File: config.mk
export PLATFORM = sky130hd
export DESIGN_NAME = conv_top
export DESIGN_NICKNAME = d
export VERILOG_FILES = /design/src/verilog/conv_pkg.sv /design/src/verilog/tile_sched.sv /design/src/verilog/tile_loader.sv /design/src/verilog/tile_mac.sv /design/src/verilog/tile_writer.sv /design/src/verilog/conv_top.sv
export SDC_FILE = /design/constraint.sdc
export NUM_CORES = 2
export LEC_CHECK = 0
export BUFFER_PORTS_ARGS = -buffer_cell sky130_fd_sc_hd__buf_2
export CAP_MARGIN = 20
export CORE_ASPECT_RATIO = 1.1
export CORE_MARGIN = 4
export CORE_UTILIZATION = 40
export CTS_CLUSTER_SIZE = 40
export DETAILED_ROUTE_END_ITERATION = 8
export SLEW_MARGIN = 15
export SYNTH_ARGS = -nofsm -noshare
export SYNTH_HDL_FRONTEND = slang
export SYNTH_SLANG_ARGS = --single-unit
File: constraint.sdc
create_clock -name clk -period 13.9 [get_ports clk]
set_input_delay 0.695 -clock clk [delete_from_list [all_inputs] [get_ports clk]]
set_output_delay 0.695 -clock clk [all_outputs]
set_load 0.05 [all_outputs]
File: src/verilog/conv_pkg.sv
// convolution sizes, memory map, word and address types, channel structs, tile extent, FSM states
package conv_pkg;

    localparam int R = 12;                          // input map rows
    localparam int C = 12;                          // input map cols
    localparam int K = 3;                           // kernel size
    localparam int OR = R - K + 1;
    localparam int OC = C - K + 1;
    localparam int TOR = 4;                         // output tile rows
    localparam int TOC = 4;                         // output tile cols
    localparam int TILE_ROWS = (OR + TOR - 1) / TOR;
    localparam int TILE_COLS = (OC + TOC - 1) / TOC;
    localparam int WIN_MAX = TOR + K - 1;           // window buffer row stride
    localparam int IN_BASE = 0;
    localparam int W_BASE = 256;
    localparam int OUT_BASE = 512;

    typedef logic [31:0] word_t;
    typedef logic [15:0] addr_t;
    typedef logic [7:0] cord_t;

    typedef struct packed {
        addr_t addr;
    } rd_req_t;

    typedef struct packed {
        word_t data;
    } rd_resp_t;

    typedef struct packed {
        addr_t addr;
        word_t data;
    } wr_req_t;

    typedef struct packed {
        cord_t row;
        cord_t col;
    } tile_cord_t;

    typedef struct packed {
        cord_t row;                                 // absolute output row
        cord_t col;                                 // absolute output col
        word_t value;
    } mac_result_t;

    // valid output pixels along one axis, edge tiles clipped to the map
    function automatic cord_t tile_extent(input cord_t origin, input int tile, input int total);
        cord_t rem;
        rem = cord_t'(total) - origin;
        return (rem < cord_t'(tile)) ? rem : cord_t'(tile);
    endfunction

    typedef enum logic {S_IDLE, S_RUN} sched_state_t;
    typedef enum logic [1:0] {L_IDLE, L_REQ_W, L_REQ_IN, L_FULL} load_state_t;
    typedef enum logic [1:0] {M_IDLE, M_ACC, M_HOLD} mac_state_t;

endpackage

File: src/verilog/tile_sched.sv
// tile origin generator, tile counter and convolution start/done control
`timescale 1ns/10ps

module tile_sched (
    input  logic                 clk,
    input  logic                 rst,
    input  logic                 start,
    input  logic                 tile_done,
    output logic                 tile_start,
    output conv_pkg::tile_cord_t cord,
    output logic                 first_tile,
    output logic                 busy,
    output logic                 done
);
    import conv_pkg::*;

    sched_state_t state;
    logic [3:0]   tile_cnt;                         // tiles completed so far

    always_ff @(posedge clk or posedge rst) begin
        if (rst) begin
            state      <= S_IDLE;
            tile_start <= 1'b0;
            done       <= 1'b0;
            first_tile <= 1'b0;
            tile_cnt   <= '0;
            cord       <= '0;
        end else begin
            tile_start <= 1'b0;
            done       <= 1'b0;
            case (state)
                S_IDLE: if (start) begin
                    state      <= S_RUN;
                    tile_start <= 1'b1;
                    first_tile <= 1'b1;
                    tile_cnt   <= '0;
                    cord       <= '0;
                end
                S_RUN: if (tile_done) begin
                    first_tile <= 1'b0;
                    if (tile_cnt == 4'(TILE_ROWS * TILE_COLS - 1)) begin
                        state <= S_IDLE;                // last tile, finish
                        done  <= 1'b1;
                    end else begin
                        tile_cnt   <= tile_cnt + 1'b1;
                        tile_start <= 1'b1;
                        if (cord.col + cord_t'(TOC) >= cord_t'(OC)) begin
                            cord.col <= '0;             // wrap to next tile row
                            cord.row <= cord.row + cord_t'(TOR);
                        end else begin
                            cord.col <= cord.col + cord_t'(TOC);
                        end
                    end
                end
                default: state <= S_IDLE;
            endcase
        end
    end

    assign busy = (state == S_RUN);

endmodule

File: src/verilog/tile_loader.sv
// input side, kernel and tile window fetch into local buffers
`timescale 1ns/10ps

module tile_loader (
    input  logic                 clk,
    input  logic                 rst,
    input  logic                 tile_start,
    input  logic                 first_tile,
    input  conv_pkg::tile_cord_t cord,
    output conv_pkg::rd_req_t    rd_req,
    output logic                 rd_req_valid,
    input  logic                 rd_req_ready,
    input  conv_pkg::rd_resp_t   rd_resp,
    input  logic                 rd_resp_valid,
    output logic                 rd_resp_ready,
    output logic                 win_full,
    input  logic                 win_release,
    output conv_pkg::word_t      kern_buf [conv_pkg::K * conv_pkg::K],
    output conv_pkg::word_t      win_buf [conv_pkg::WIN_MAX * conv_pkg::WIN_MAX]
);
    import conv_pkg::*;

    load_state_t state;
    cord_t       win_rows, win_cols;                // clipped window size
    logic [3:0]  req_k, rsp_k;                      // kernel word index
    cord_t       req_r, req_c, rsp_r, rsp_c;        // window position
    logic        req_fin;                           // all window requests sent
    logic        rsp_w;                             // responses still go to kernel buffer

    assign win_rows = tile_extent(cord.row, TOR, OR) + cord_t'(K - 1);
    assign win_cols = tile_extent(cord.col, TOC, OC) + cord_t'(K - 1);

    assign rd_req_valid  = (state == L_REQ_W) || (state == L_REQ_IN && !req_fin);
    assign rd_resp_ready = (state == L_REQ_W) || (state == L_REQ_IN);
    assign win_full      = (state == L_FULL);

    always_comb begin
        if (state == L_REQ_W)
            rd_req.addr = addr_t'(W_BASE) + addr_t'(req_k);
        else
            rd_req.addr = addr_t'(IN_BASE)
                        + (addr_t'(cord.row) + addr_t'(req_r)) * addr_t'(C)
                        + addr_t'(cord.col) + addr_t'(req_c);
    end

    always_ff @(posedge clk or posedge rst) begin
        if (rst) begin
            state   <= L_IDLE;
            req_k   <= '0;
            req_r   <= '0;
            req_c   <= '0;
            req_fin <= 1'b0;
            rsp_w   <= 1'b0;
            rsp_k   <= '0;
            rsp_r   <= '0;
            rsp_c   <= '0;
        end else begin
            case (state)
                L_IDLE: if (tile_start) begin
                    state   <= first_tile ? L_REQ_W : L_REQ_IN;  // weights once per run
                    rsp_w   <= first_tile;
                    req_k   <= '0;
                    req_r   <= '0;
                    req_c   <= '0;
                    req_fin <= 1'b0;
                    rsp_k   <= '0;
                    rsp_r   <= '0;
                    rsp_c   <= '0;
                end
                L_REQ_W: if (rd_req_valid && rd_req_ready) begin
                    req_k <= req_k + 1'b1;
                    if (req_k == 4'(K * K - 1))
                        state <= L_REQ_IN;
                end
                L_REQ_IN: if (rd_req_valid && rd_req_ready) begin
                    if (req_c == win_cols - 1'b1) begin
                        req_c <= '0;
                        req_r <= req_r + 1'b1;
                        if (req_r == win_rows - 1'b1)
                            req_fin <= 1'b1;
                    end else begin
                        req_c <= req_c + 1'b1;
                    end
                end
                L_FULL: if (win_release)
                    state <= L_IDLE;                    // mac done with window
                default: state <= L_IDLE;
            endcase
            // responses arrive in request order
            if (rd_resp_valid && rd_resp_ready) begin
                if (rsp_w) begin
                    rsp_k <= rsp_k + 1'b1;
                    if (rsp_k == 4'(K * K - 1))
                        rsp_w <= 1'b0;
                end else if (rsp_c == win_cols - 1'b1) begin
                    rsp_c <= '0;
                    rsp_r <= rsp_r + 1'b1;
                    if (rsp_r == win_rows - 1'b1)
                        state <= L_FULL;                // window complete
                end else begin
                    rsp_c <= rsp_c + 1'b1;
                end
            end
        end
    end

    always_ff @(posedge clk) begin
        if (rd_resp_valid && rd_resp_ready) begin
            if (rsp_w)
                kern_buf[rsp_k] <= rd_resp.data;
            else
                win_buf[rsp_r * WIN_MAX + rsp_c] <= rd_resp.data;  // fixed stride
        end
    end

endmodule

File: src/verilog/tile_mac.sv
// processing part, per-pixel K*K multiply-accumulate and result stream
`timescale 1ns/10ps

module tile_mac (
    input  logic                  clk,
    input  logic                  rst,
    input  conv_pkg::tile_cord_t  cord,
    input  logic                  win_full,
    input  conv_pkg::word_t       kern_buf [conv_pkg::K * conv_pkg::K],
    input  conv_pkg::word_t       win_buf [conv_pkg::WIN_MAX * conv_pkg::WIN_MAX],
    output logic                  win_release,
    output conv_pkg::mac_result_t res,
    output logic                  res_valid,
    input  logic                  res_ready
);
    import conv_pkg::*;

    mac_state_t state;
    cord_t      ext_r, ext_c;                       // clipped tile size
    cord_t      pr, pc;                             // pixel within tile
    cord_t      kr, kc;                             // kernel position
    word_t      acc;
    word_t      prod;
    logic       last_k, last_pix;

    assign ext_r    = tile_extent(cord.row, TOR, OR);
    assign ext_c    = tile_extent(cord.col, TOC, OC);
    assign last_k   = (kr == cord_t'(K - 1)) && (kc == cord_t'(K - 1));
    assign last_pix = (pr == ext_r - 1'b1) && (pc == ext_c - 1'b1);

    // low 32 bits of the signed product
    assign prod = word_t'($signed(win_buf[(pr + kr) * WIN_MAX + pc + kc])
                        * $signed(kern_buf[kr * K + kc]));

    assign res_valid   = (state == M_HOLD);
    assign win_release = (state == M_ACC) && last_k && last_pix;

    always_ff @(posedge clk or posedge rst) begin
        if (rst) begin
            state <= M_IDLE;
            pr    <= '0;
            pc    <= '0;
            kr    <= '0;
            kc    <= '0;
            acc   <= '0;
        end else begin
            case (state)
                M_IDLE: if (win_full) begin
                    state <= M_ACC;
                    pr    <= '0;
                    pc    <= '0;
                    kr    <= '0;
                    kc    <= '0;
                    acc   <= '0;
                end
                M_ACC: begin
                    if (last_k) begin
                        acc   <= '0;
                        kr    <= '0;
                        kc    <= '0;
                        state <= M_HOLD;
                    end else begin
                        acc <= acc + prod;
                        if (kc == cord_t'(K - 1)) begin
                            kc <= '0;
                            kr <= kr + 1'b1;
                        end else begin
                            kc <= kc + 1'b1;
                        end
                    end
                end
                M_HOLD: if (res_ready) begin
                    state <= last_pix ? M_IDLE : M_ACC;  // next pixel after accept
                    if (pc == ext_c - 1'b1) begin
                        pc <= '0;
                        pr <= pr + 1'b1;
                    end else begin
                        pc <= pc + 1'b1;
                    end
                end
                default: state <= M_IDLE;
            endcase
        end
    end

    always_ff @(posedge clk) begin
        if (state == M_ACC && last_k) begin
            res.value <= acc + prod;
            res.row   <= cord.row + pr;
            res.col   <= cord.col + pc;
        end
    end

endmodule

File: src/verilog/tile_writer.sv
// output side, write address generation, write register and tile completion
`timescale 1ns/10ps

module tile_writer (
    input  logic                  clk,
    input  logic                  rst,
    input  conv_pkg::tile_cord_t  cord,
    input  conv_pkg::mac_result_t res,
    input  logic                  res_valid,
    output logic                  res_ready,
    output conv_pkg::wr_req_t     wr_req,
    output logic                  wr_valid,
    input  logic                  wr_ready,
    output logic                  tile_done
);
    import conv_pkg::*;

    logic [4:0] wr_cnt;                             // accepted writes this tile
    logic [4:0] pix_total;

    assign pix_total = 5'(tile_extent(cord.row, TOR, OR) * tile_extent(cord.col, TOC, OC));
    assign res_ready = !wr_valid || wr_ready;       // stage empty or draining

    always_ff @(posedge clk or posedge rst) begin
        if (rst) begin
            wr_valid  <= 1'b0;
            wr_cnt    <= '0;
            tile_done <= 1'b0;
        end else begin
            tile_done <= 1'b0;
            if (res_valid && res_ready)
                wr_valid <= 1'b1;
            else if (wr_ready)
                wr_valid <= 1'b0;
            if (wr_valid && wr_ready) begin
                if (wr_cnt == pix_total - 1'b1) begin
                    wr_cnt    <= '0;
                    tile_done <= 1'b1;              // last pixel of the tile
                end else begin
                    wr_cnt <= wr_cnt + 1'b1;
                end
            end
        end
    end

    always_ff @(posedge clk) begin
        if (res_valid && res_ready) begin
            wr_req.addr <= addr_t'(OUT_BASE) + addr_t'(res.row) * addr_t'(OC)
                         + addr_t'(res.col);
            wr_req.data <= res.value;
        end
    end

endmodule

File: src/verilog/conv_top.sv
// convolution engine top, scheduler, loader, mac and writer
`timescale 1ns/10ps

module conv_top (
    input  logic                clk,
    input  logic                rst,
    input  logic                start,
    output logic                done,
    output logic                busy,
    output conv_pkg::rd_req_t   rd_req,
    output logic                rd_req_valid,
    input  logic                rd_req_ready,
    input  conv_pkg::rd_resp_t  rd_resp,
    input  logic                rd_resp_valid,
    output logic                rd_resp_ready,
    output conv_pkg::wr_req_t   wr_req,
    output logic                wr_valid,
    input  logic                wr_ready
);
    import conv_pkg::*;

    logic        tile_start, tile_done, first_tile;
    tile_cord_t  cord;
    logic        win_full, win_release;
    word_t       kern_buf [K * K];
    word_t       win_buf [WIN_MAX * WIN_MAX];
    mac_result_t res;
    logic        res_valid, res_ready;

    tile_sched u_sched (
        .clk        (clk),
        .rst        (rst),
        .start      (start),
        .tile_done  (tile_done),
        .tile_start (tile_start),
        .cord       (cord),
        .first_tile (first_tile),
        .busy       (busy),
        .done       (done)
    );

    tile_loader u_loader (
        .clk           (clk),
        .rst           (rst),
        .tile_start    (tile_start),
        .first_tile    (first_tile),
        .cord          (cord),
        .rd_req        (rd_req),
        .rd_req_valid  (rd_req_valid),
        .rd_req_ready  (rd_req_ready),
        .rd_resp       (rd_resp),
        .rd_resp_valid (rd_resp_valid),
        .rd_resp_ready (rd_resp_ready),
        .win_full      (win_full),
        .win_release   (win_release),
        .kern_buf      (kern_buf),
        .win_buf       (win_buf)
    );

    tile_mac u_mac (
        .clk         (clk),
        .rst         (rst),
        .cord        (cord),
        .win_full    (win_full),
        .kern_buf    (kern_buf),
        .win_buf     (win_buf),
        .win_release (win_release),
        .res         (res),
        .res_valid   (res_valid),
        .res_ready   (res_ready)
    );

    tile_writer u_writer (
        .clk       (clk),
        .rst       (rst),
        .cord      (cord),
        .res       (res),
        .res_valid (res_valid),
        .res_ready (res_ready),
        .wr_req    (wr_req),
        .wr_valid  (wr_valid),
        .wr_ready  (wr_ready),
        .tile_done (tile_done)
    );

endmodule

# Word-level counts from Yosys, hierarchy flattened
# Index checks and enable logic that the tools add are counted.
[op_classes]
n_addsub = 37
mul = 7
n_lt_le_gt_ge = 9
n_eq_ne = 31
n_mux = 107
bitwise_logic = 6
reduce_logical = 37
[ops]
columns = ["cell", "n"]
rows = [
  ["$bwmux 1152", 1],
  ["$bwmux 288", 1],
  ["$mux 32", 8],
  ["$mux 8", 28],
  ["$bmux 32 s6", 1],
  ["$demux 32 s6", 1],
  ["$bmux 32 s4", 1],
  ["$demux 32 s4", 1],
  ["$not 32->33", 3],
  ["$pmux 8 s2", 6],
  ["$ge 33x7->1 const B", 2],
  ["$add 32x8->32", 2],
  ["$add 8x1->8 const B", 8],
  ["$mux 16", 4],
  ["$pmux 32 s2", 1],
  ["$add 16x8->16", 3],
  ["$eq 8x8->1", 6],
  ["$mux 4", 9],
  ["$ge 33x5->1 const B", 1],
  ["$lt 33x1->1 const B", 1],
  ["$add 32x32->32", 1],
  ["$mul 32x2->31 const B", 1],
  ["$mul 32x32->32", 1],
  ["$pmux 16 s2", 1],
  ["46 further kinds", 142],
]
[totals]
ff_bits = 1677
in_bits = 38
output_inout_bits = 69
wordCells = 309

# Longest topological paths before layout
[depth]
depth_word = 13
depth_mapped = 48
ltp_nobuf = 43

# Hierarchy
# From an unflattened synthesis, not the netlist that was laid out.
[hier_totals]
hier_cells = 5756
hier_area_um2 = 86696.9
[modules_own_cells]
columns = ["module", "instances", "cells_each", "area_each_um2"]
rows = [
  ["tile_loader", 1, 2113, 48540.3],
  ["tile_mac", 1, 3294, 34151.5],
  ["tile_writer", 1, 245, 2952.8],
  ["tile_sched", 1, 104, 1052.3],
]

# Worst setup path after synthesis
# No wires, ideal clock.
[synth_path]
path_type = "register -> register"
startpoint = "reg u_mac.kr[0]"
endpoint = "reg, netlist name u_mac.res[31]"
setup_time_ps = 253
arrival_ps = 11726
t_required_ps = 13647
slack_ps = 1921
stages_incl_launch_ff = 45
synth_period_minus_slack_ps = 11979
cell_sequence = "dfrtp_1 > ha_1 > fa_1 > ha_1 > fa_1 > inv_1 > fa_1 > inv_1 > ha_1 > buf_2 > a21o_1 > a21oi_1 > xnor3_1 > xor3_1 > clkbuf_1 > clkbuf_1 > buf_1 > nor2_1 > (+9 left out) > inv_1 > fa_1 > fa_1 > fa_1 > inv_1 > fa_1 > xnor2_1 > xnor2_1 > xnor2_1 > xnor2_1 > xnor2_1 > xnor2_1 > xnor2_1 > xnor2_1 > xnor2_1 > xnor3_1 > xnor3_1 > inv_1"
[synth_via]
elab_chain_len = 10
elab_cells_between_ends = 16
cone_classes = "5 x add/sub; 3 x mul; 6 x mux; 2 x bitwise"
[synth_rtl]
columns = ["item", "line", "text"]
rows = [
  ["start: declaration", "tile_mac.sv:21", "cord_t kr, kc;"],
  ["start signal: assignment", "tile_mac.sv:66", "kr <= kr + 1'b1;"],
  ["$add 8x8->9", "tile_mac.sv:32", "assign prod = word_t'($signed(win_buf[(pr + kr) * WIN_MAX + pc + kc])"],
  ["$mul 32x2->31", "tile_mac.sv:32", ""],
  ["$add 32x8->32 (2 in a row)", "tile_mac.sv:32", ""],
  ["$not 32->33 (implied by the code)", "tile_mac.sv:32", ""],
  ["$bmux 32 s6", "tile_mac.sv:32", ""],
  ["$mux 32 (implied by the code) (2 in a row)", "tile_mac.sv:32", ""],
  ["$mul 32x32->32 (*)", "tile_mac.sv:33", "* $signed(kern_buf[kr * K + kc]));"],
  ["$add 32x32->32 (*)", "tile_mac.sv:88", "res.value <= acc + prod;"],
]
# Every way passes the cells marked *; elsewhere a longest branch is shown, timed or not. The select of a mux whose other input is x is not followed.
# A chain may end at the register's enable or synchronous reset.

# Worst setup path after layout
[layout_path]
startpoint = "reg u_mac.kr[0]"
endpoint = "reg, netlist name u_mac.res[31]"
[layout_via]
elab_chain_len = 10
elab_cells_between_ends = 16
cone_classes = "5 x add/sub; 3 x mul; 6 x mux; 2 x bitwise"
[layout_rtl]
columns = ["item", "line"]
rows = [
  ["$add 8x8->9", "tile_mac.sv:32"],
  ["$mul 32x2->31", "tile_mac.sv:32"],
  ["$add 32x8->32 (2 in a row)", "tile_mac.sv:32"],
  ["$not 32->33 (implied by the code)", "tile_mac.sv:32"],
  ["$bmux 32 s6", "tile_mac.sv:32"],
  ["$mux 32 (implied by the code) (2 in a row)", "tile_mac.sv:32"],
  ["$mul 32x32->32 (*)", "tile_mac.sv:33"],
  ["$add 32x32->32 (*)", "tile_mac.sv:88"],
]
# Marked as above.

==> impl_results.md <==
- Root Driver: clkbuf_16
- Flip-flop and latch count after synthesis: 1671
- Number of H-tree levels: 4
- CP required: 14.50 ns
- Primary FF master, synth: edfxtp_1
- CP max FO: 11
- RD Place Congestion: 0.891
- Layout cells sized above 1: 17.3%
- Final HPWL DP: 145 mm
- Slowest stage delay, CP: 0.64 ns
- Post-synthesis average cell area: 15.4 µm²
- Clock skew: 0.0382 ns
- Initial drt markers: 4414
- Worst hold stages: 3
- First-pass GRT wire length: 337 mm
- Via density: 5.51
- Share of the synthesized area in the top cell type: 53.6%
- Clock transition at path regs: 0.06 ns
- HP Class: in2reg
- Synth Instances: 5590
- Post_cts resized: 0
- Hold Buf Count CTS: 1
- Endpoints failing setup: 0
- Slowest-stage cell, CP: xor2_4
- Later-pin clock latency in the skew report: 0.85 ns
- Fin crit share: 95.7%
- Core area: 214000 µm²
- Layout area overhead: 11.6%
- GRT overflow: 0
- DR vias: 48100
- Status: finished, final reports clean
- CTS tree: yes
- # port buffers: 102
- Sequential share of the synthesized area: 57.6%
- Crit start category: flop
- Nets: 6581
- Count of cell types in the netlist: 81
- Hold endpoint: u_sched.busy
- Most common cell type on the critical path: fa_1
- All-Layer GR Usage: 20.4%
- Chip Width: 450 µm
- Peak Freq: 0.0752 GHz
- Hold Vio Cnt, Final: 0
- CTS buffer count: 171
- EDFF count, synth: 1534
- Routed Antenna Nets: 0
- Worst Reg-to-Reg Cells: 38
- Post-synthesis cell area: 86000 µm²
- Area leader, netlist: edfxtp_1
- Postcts setup bufs: 0
- Slew @ Worst Pin: 1.23 ns
- Count leader, synth: edfxtp_1
- Std cell rows: 178
- Routed WL per cell: 25.8 µm
- Max-slew violation count: 0
- Pin count of the biggest net entering global routing: 80
- Synth warn: 0
- Top post-synthesis cells by area: edfxtp_1 (54%), fa_1 (11%), mux4_2 (8.9%)
- Post-layout min period: 13.30 ns
- Initial core utilization: 40.2%
- Fill count: 18700
- Full die area: 222000 µm²
- Final TNS setup: 0 ns
- RSZ-0062 raised after global routing: no
- CP arrival: 13.90 ns
- Top cells by count, synth: edfxtp_1 (1534), inv_1 (633), nor2_1 (466)
- Normalized max-slew margin: 17.7%
- Vias in the first global route: 49900
- Total wire length: 225 mm
- Critical path class: reg2reg
- Die Span Y: 494 µm
- Worst R2R Setup Slack: 0.60 ns
- Clk sinks: 1671
- TritonRoute pass-1 iters: 6
- FF/Latch Area: 49500 µm²
- Worst hold path startpoint: start
- Bufs on Longest Clock Path: 3
- Area of the multi-input gates: 33200 µm²
- Fraction of registers with async set/reset: 8.20%
- Max cap viols: 0
- Worst r2r dst: u_mac.res[31]
- Antenna violations before repair: 13
- # DRC: 0
- FF-to-FF Start: u_mac.kr[0]
- Critical path endpoint category: flop
- Num ports: 107
cell usage in the layout (no fill, tap or decap), types with 89 or more instances in the layout:
cell type / netlist / final
nand2_1: 268 / 268
buf_4: 21 / 157
nand2b_1: 93 / 93
edfxtp_1: 1534 / 1534
nor2_1: 466 / 430
fa_1: 464 / 462
dfrtp_1: 137 / 137
xnor2_1: 120 / 118
inv_1: 633 / 631
mux4_2: 338 / 338
clkbuf_16: 0 / 172
o21ai_0: 136 / 133
buf_2: 24 / 103
ha_1: 269 / 265
a21oi_1: 92 / 89
worst max-delay path, delay by kind of cell (launching register included):
kind                     cells  cell delay, ns
adder cells (fa/ha/maj)     14            6.59
XOR/XNOR                    12            2.94
multiplexers                 3            1.51
buffers and inverters        8            1.24
flip-flops                   1            0.52
AND/OR/NAND/NOR              1            0.21
cell families after synthesis:
logic type / after synthesis / synth area share [%]
adder cells (fa/ha/maj): 733 / 14.7
buffers and inverters: 870 / 4.43
XOR/XNOR: 191 / 2.09
AO/OA/AOI/OAI: 465 / 3.48
AND/OR/NAND/NOR: 1185 / 6.37
multiplexers: 473 / 11.3
flip-flops: 1671 / 57.6
other: 2 / 0.00874
how the worst max path moves through the flow:
stage,start,to,cells after the start
6_report,u_mac.kr[0],u_mac.res[31],38
3_3_place_gp,u_mac.kr[0],u_mac.res[31],36
5_1_grt,u_mac.kr[0],u_mac.res[31],38
2_1_floorplan,u_mac.kr[0],u_mac.res[31],44
4_1_cts,u_mac.kr[0],u_mac.res[31],38
3_5_place_dp,u_mac.kr[0],u_mac.res[31],38
cell type report:
class	count	area share, %
clock buffer	217	4.68
sequential	1671	51.6
multi-input combinational	3060	34.6
inverter	636	2.49
timing repair buffer	270	1.96
clock inverter	91	0.973
tap	2790	3.64
antenna	2	0.00522
registers in the layout, summed over array words and instances (netlist names), 2 cells and up:
signal	count
u_loader.kern_buf	288
u_loader.rsp_r	8
u_loader.req_r	8
u_sched.tile_cnt	4
u_mac.pr	8
u_loader.req_k	4
u_mac.acc	32
u_mac.kr	8
u_mac.state	2
u_loader.rsp_c	8
u_loader.win_buf	1152
u_mac.kc	8
u_writer.wr_req	46
u_loader.rsp_k	4
u_loader.state	2
u_mac.res	48
u_writer.wr_cnt	5
u_mac.pc	8
u_loader.req_c	8
u_sched.cord	12
through the flow:
step	hold WS (ns)	instances	util [%]	cell area, µm²	setup slack (ns)
floorplan	0.400	5601	-	86000	1.92
global placement	0.403	8424	42.3	90500	0.902
detailed placement	0.405	8425	42.3	90500	0.722
CTS	0.109	8734	44.9	95900	0.632
global route	0.176	8735	44.9	95900	0.0431
finish	0.164	8737	44.9	95900	0.602
per-layer routing:
metal	GRT usage [%]	part of all wire [%]	vias to the layer above
met5	0	0.024	-
met4	5.65	2.8	10
met3	3.37	6.3	380
met2	34.7	50	1693
met1	27.2	41	25400
li1	-	-	20600
Power is not shown: default switching activity piles up to over one toggle a cycle in this logic, so the estimate is an artifact.
